## src/design/axm_pkg.sv

```systemverilog
`default_nettype none

package axm_pkg;

    // Operand and product widths are fixed by the approximation pattern
    localparam int OP_W = 16;
    localparam int PROD_W = 32;

    // One extra bit so that exact minus approximate never overflows
    localparam int ERR_W = 33;

    // Default statistics widths, passed down from the top level
    localparam int CNT_W = 24;
    localparam int SUM_W = 48;

    typedef logic signed [OP_W-1:0] operand_t;
    typedef logic signed [PROD_W-1:0] product_t;
    typedef logic signed [ERR_W-1:0] err_t;

    // Input payload, one operand pair
    typedef struct packed {
        operand_t x;
        operand_t y;
    } op_s;

    // Result payload
    typedef struct packed {
        product_t approx;
        product_t exact;
        err_t err;
    } res_s;

endpackage

`default_nettype wire
```

## src/design/err_stats.sv

```systemverilog
`default_nettype none

module err_stats #(
    parameter int CNT_W = axm_pkg::CNT_W,
    parameter int SUM_W = axm_pkg::SUM_W
) (
    input  logic                      clk,
    input  logic                      rst_n,
    input  logic                      clear,
    input  logic                      res_valid,
    input  axm_pkg::res_s             res,
    output logic [CNT_W-1:0]          count,
    output logic [CNT_W-1:0]          err_count,
    output logic [SUM_W-1:0]          sum_abs,
    output logic [axm_pkg::ERR_W-1:0] max_abs
);

    logic [axm_pkg::ERR_W-1:0] abs_err;
    logic err_nz;

    // The error is at most 2**32-1 in magnitude, so the negation cannot overflow
    assign abs_err = res.err[axm_pkg::ERR_W-1] ? axm_pkg::ERR_W'(-res.err)
                                                : axm_pkg::ERR_W'(res.err);
    assign err_nz = (res.err != '0);

    always_ff @(posedge clk or negedge rst_n) begin
        if (!rst_n) begin
            count <= '0;
            err_count <= '0;
            sum_abs <= '0;
            max_abs <= '0;
        end else if (clear) begin
            // Clear takes priority, a result on the same edge is lost
            count <= '0;
            err_count <= '0;
            sum_abs <= '0;
            max_abs <= '0;
        end else if (res_valid) begin
            count <= count + 1'b1;
            if (err_nz) begin
                err_count <= err_count + 1'b1;
            end
            sum_abs <= sum_abs + SUM_W'(abs_err);
            if (abs_err > max_abs) begin
                max_abs <= abs_err;
            end
        end
    end

endmodule

`default_nettype wire

```

## config.mk

```make
export PLATFORM = sky130hd
export DESIGN_NAME = err_stats
export DESIGN_NICKNAME = d
export VERILOG_FILES = /design/src/design/axm_pkg.sv /design/src/design/err_stats.sv
export SDC_FILE = /design/constraint.sdc
export NUM_CORES = 1
export LEC_CHECK = 0
export ABC_CLOCK_PERIOD_IN_PS = 4040
export BUFFER_PORTS_ARGS = -buffer_cell sky130_fd_sc_hd__buf_2
export CELL_PAD_IN_SITES_DETAIL_PLACEMENT = 0
export CELL_PAD_IN_SITES_GLOBAL_PLACEMENT = 2
export CORE_AREA = 2 2 169 171
export DETAILED_ROUTE_END_ITERATION = 6
export DIE_AREA = 0 0 171 173
export PLACE_DENSITY = 0.84
export SLEW_MARGIN = 15
export SYNTH_ARGS = -nofsm -noshare
export SYNTH_HDL_FRONTEND = slang
export SYNTH_SLANG_ARGS = --single-unit
```

## constraint.sdc

```tcl
create_clock -name clk -period 4.04 [get_ports clk]
set_input_delay 0.202 -clock clk [delete_from_list [all_inputs] [get_ports clk]]
set_output_delay 0.202 -clock clk [all_outputs]
set_load 0.01 [all_outputs]
```

==> run metrics <==
Critical Path Max Stage Delay 630 ps; Final Instance Area 12,400 sq um; Yosys reg bits 129; Worst setup startpoint res[9]; final wirelength 27,500 microns; worst hold path depth 2; largest net degree at the start of global routing 97; Tmin final 4070 ps; Top FF cell, synth dfrtp_1; mapped cell area 8800 sq um; first-pass detailed-route iteration total 4; global placement routability congestion 0.885; clock sinks 129; Gate Count Post-Synth 1,005; worst ir drop on vdd 236 uV; Core Rows 61; total track usage 18.2%; crit-path leading delay family simple AND/OR/NAND/NOR gates; Vias per Instance 4.92; Port Buffer Count 165; # DRC 0; worst r2r dst sum_abs[34]; HP Start clear; clk slew on worst S/H paths 60 ps; Synth top area share 36.7%; Worst EP arrival 4380 ps; number of flops mapped to enable cells by yosys 0; Placed Cells 1,660; Boundary Pins 230; CTS tree built; worst path buffer plus inverter count 5; max_cap viols 0; initial core utilization 31.8%; first-pass GRT wire length 42,900 microns; Post-Syn Area per Cell 8.75 sq um; Final setup violation count 6; CP endpoint kind register; worst path required time 4350 ps; Synth area leaders dfrtp_1 37%, ha_1 9.8%, nor2_1 5.8%; Num CTS Buffers 17; CORE AREA 27,600 sq um; Crit Reg-Reg Startpoint sum_abs[0]; # H-tree levels 4; worst min path class in -> reg; dominant cell type by area after synthesis dfrtp_1; Netlist cell types 54; Iteration-0 DRC Markers 470; Root Buffer clkbuf_16; crit-path cells buf_6 -> or4_4 -> or4_4 -> or4_4 -> buf_6 -> nand2_2 -> xnor2_2 -> ha_1 -> nand4_1 -> nor4_2 -> buf_4 -> a21oi_1 -> a32oi_2 -> o21ai_4 -> buf_12 -> clkbuf_16 -> a211oi_1; Most Frequent Cell on Critical Path or4_4; Max Slew Vio Count 0; R2R Setup Slk 980 ps; CP max-delay cell or4_4; Syn Nets 1,176; critical path fanouts, max 15; register area share after synthesis 36.7%; Power Density 472 nW/um^2; Fin. Hold Viols 0; Max Freq 245 MHz; critical path type in -> reg; startpoint types input port; Clock Skews 11.9 ps; dpl cell area 11,200 sq um; Hold Crit Endpoint sum_abs[18]; HPWL Detailed 20,300 microns; RSZ-0062 raised after global routing yes; die height 173 microns; Area growth, synth to finish 40.5%; yosys warns 0; cell with the most instances after synthesis nor2_1; nets@finish 1,489; die area 29,600 sq um; most frequent cells after synthesis 136 x nor2_1, 129 x dfrtp_1, 69 x ha_1; initial antenna violation count 0; gr ovfl total 0; worst relative slew slack 33.9%; Final WS setup -34.0 ps; layout cells sized above 1 32.8%; outcome finished, violations left; Max Root-Sink Buffers 2; die width 171 microns; drt wl/cell 16.1 microns; Clock Latency Late Sink 420 ps; Final ANT Viol Nets 0; fin crit share 101%; vias in the first global route 8,123; Worst R2R Path Depth 13; filler-free cell count of the finished design 1,709; DR vias 8,414; failing checks setup timing; slew of the pin with the lowest slew margin 991 ps; WHS 127 ps; Synth async-reset ratio 100%; diode count 0; leak pwr 0.00607 uW
-- how the worst max path moves through the flow --
stage                     depth (start not counted)          end  slack [ps]
final                                            17  max_abs[20]         -30
after CTS                                        19   max_abs[0]           7
after global routing                             19  max_abs[32]        -200
after global placement                           17  sum_abs[27]        -390
after floorplan                                  19  max_abs[11]           2
after detailed placement                         19   max_abs[0]        -440
-- state kept, by name, indices dropped and copies added, names as in the netlist --
name       count
count         24
err_count     24
max_abs       33
sum_abs       48
-- metrics by stage --
step                      utilization (%)  power (uW)  worst slack [ps]  setup TNS, ps
after floorplan                         -        2930              2.44              0
after global placement               40.6        3890              -391         -14910
after detailed placement             40.6        3910              -444         -18200
after CTS                            42.9        5640              6.84              0
after global routing                 44.7        6240              -197          -4770
final                                44.7        5830             -34.0          -99.1
-- area by class of cell --
type / instances / area (sq um)
well taps: 378 / 473
repair buffers: 335 / 2240
clock inverters: 15 / 198
clock buffers: 17 / 425
flip-flops and latches: 129 / 3230
inverters: 50 / 200
fillers: 2778 / 15300
multi-input cells: 785 / 5590
-- logic make-up (layout without fill, tap and decap cells) --
logic type	after synthesis	in the layout	share of synthesized area, %
AND/OR/NAND/NOR	353	353	19.3
AO/OA/AOI/OAI	241	241	17.5
flip-flops	129	129	36.7
XOR/XNOR	99	99	9.86
buffers and inverters	91	417	3.98
adder cells (fa/ha/maj)	70	70	10.0
multiplexers	22	22	2.56
-- report_power, final --
group	total (uW)	internal [uW]	switching [uW]
Sequential	1590	1450	136
Clock	1690	994	696
Combinational	2550	1240	1320
-- cells in the final DEF (no fill, tap or decap), types with 4 or more instances in the layout --
cell / count
inv_8: 4
nor2_2: 8
nor2_1: 126
dfrtp_1: 129
nor2b_1: 13
mux2i_1: 18
o21ai_0: 49
clkinv_4: 4
buf_4: 160
buf_2: 162
buf_6: 4
a21o_1: 34
and4_1: 6
nand4_1: 21
o21ai_1: 6
ha_1: 66
nor3_1: 10
inv_6: 4
xor2_1: 44
nor4_1: 6
xnor2_1: 51
o31ai_1: 7
nand2_1: 61
nand2b_1: 6
or4_1: 7
or3_1: 16
and3_1: 18
xnor2_2: 4
a21oi_1: 58
clkbuf_16: 21
a211oi_1: 37
nand3_1: 31
a21oi_2: 7
inv_1: 47
mux2_2: 4
-- metal layers --
metal / global-route usage, % / up-vias / part of all wire [%]
li1: - / 4223 / -
met1: 24.9 / 4019 / 48
met2: 29.5 / 146 / 47
met3: 3.16 / 26 / 3.9
met4: 5.30 / 0 / 1.9
met5: 0 / - / 0
-- worst register-to-register path, stage by stage, from the launching register on --
cell      delay (ps)
dfrtp_1          390
ha_1             180
inv_1             60
fa_1             410
nor2b_1          180
o31a_1           200
a21oi_1          120
and3_1           220
o211ai_1         280
buf_4            180
a21boi_4          70
nand2b_1         190
or3_1            350
a21oi_1          150
-- what timing repair did --
action / in CTS / in global routing
endpoints found under the hold margin: 95 / 0
hold buffers: 1 / 0
buffers inserted: 0 / 12
setup endpoints to repair: 0 / 53
gates resized for setup: 0 / 63
Note: power is estimated with default switching activity, not from simulation.
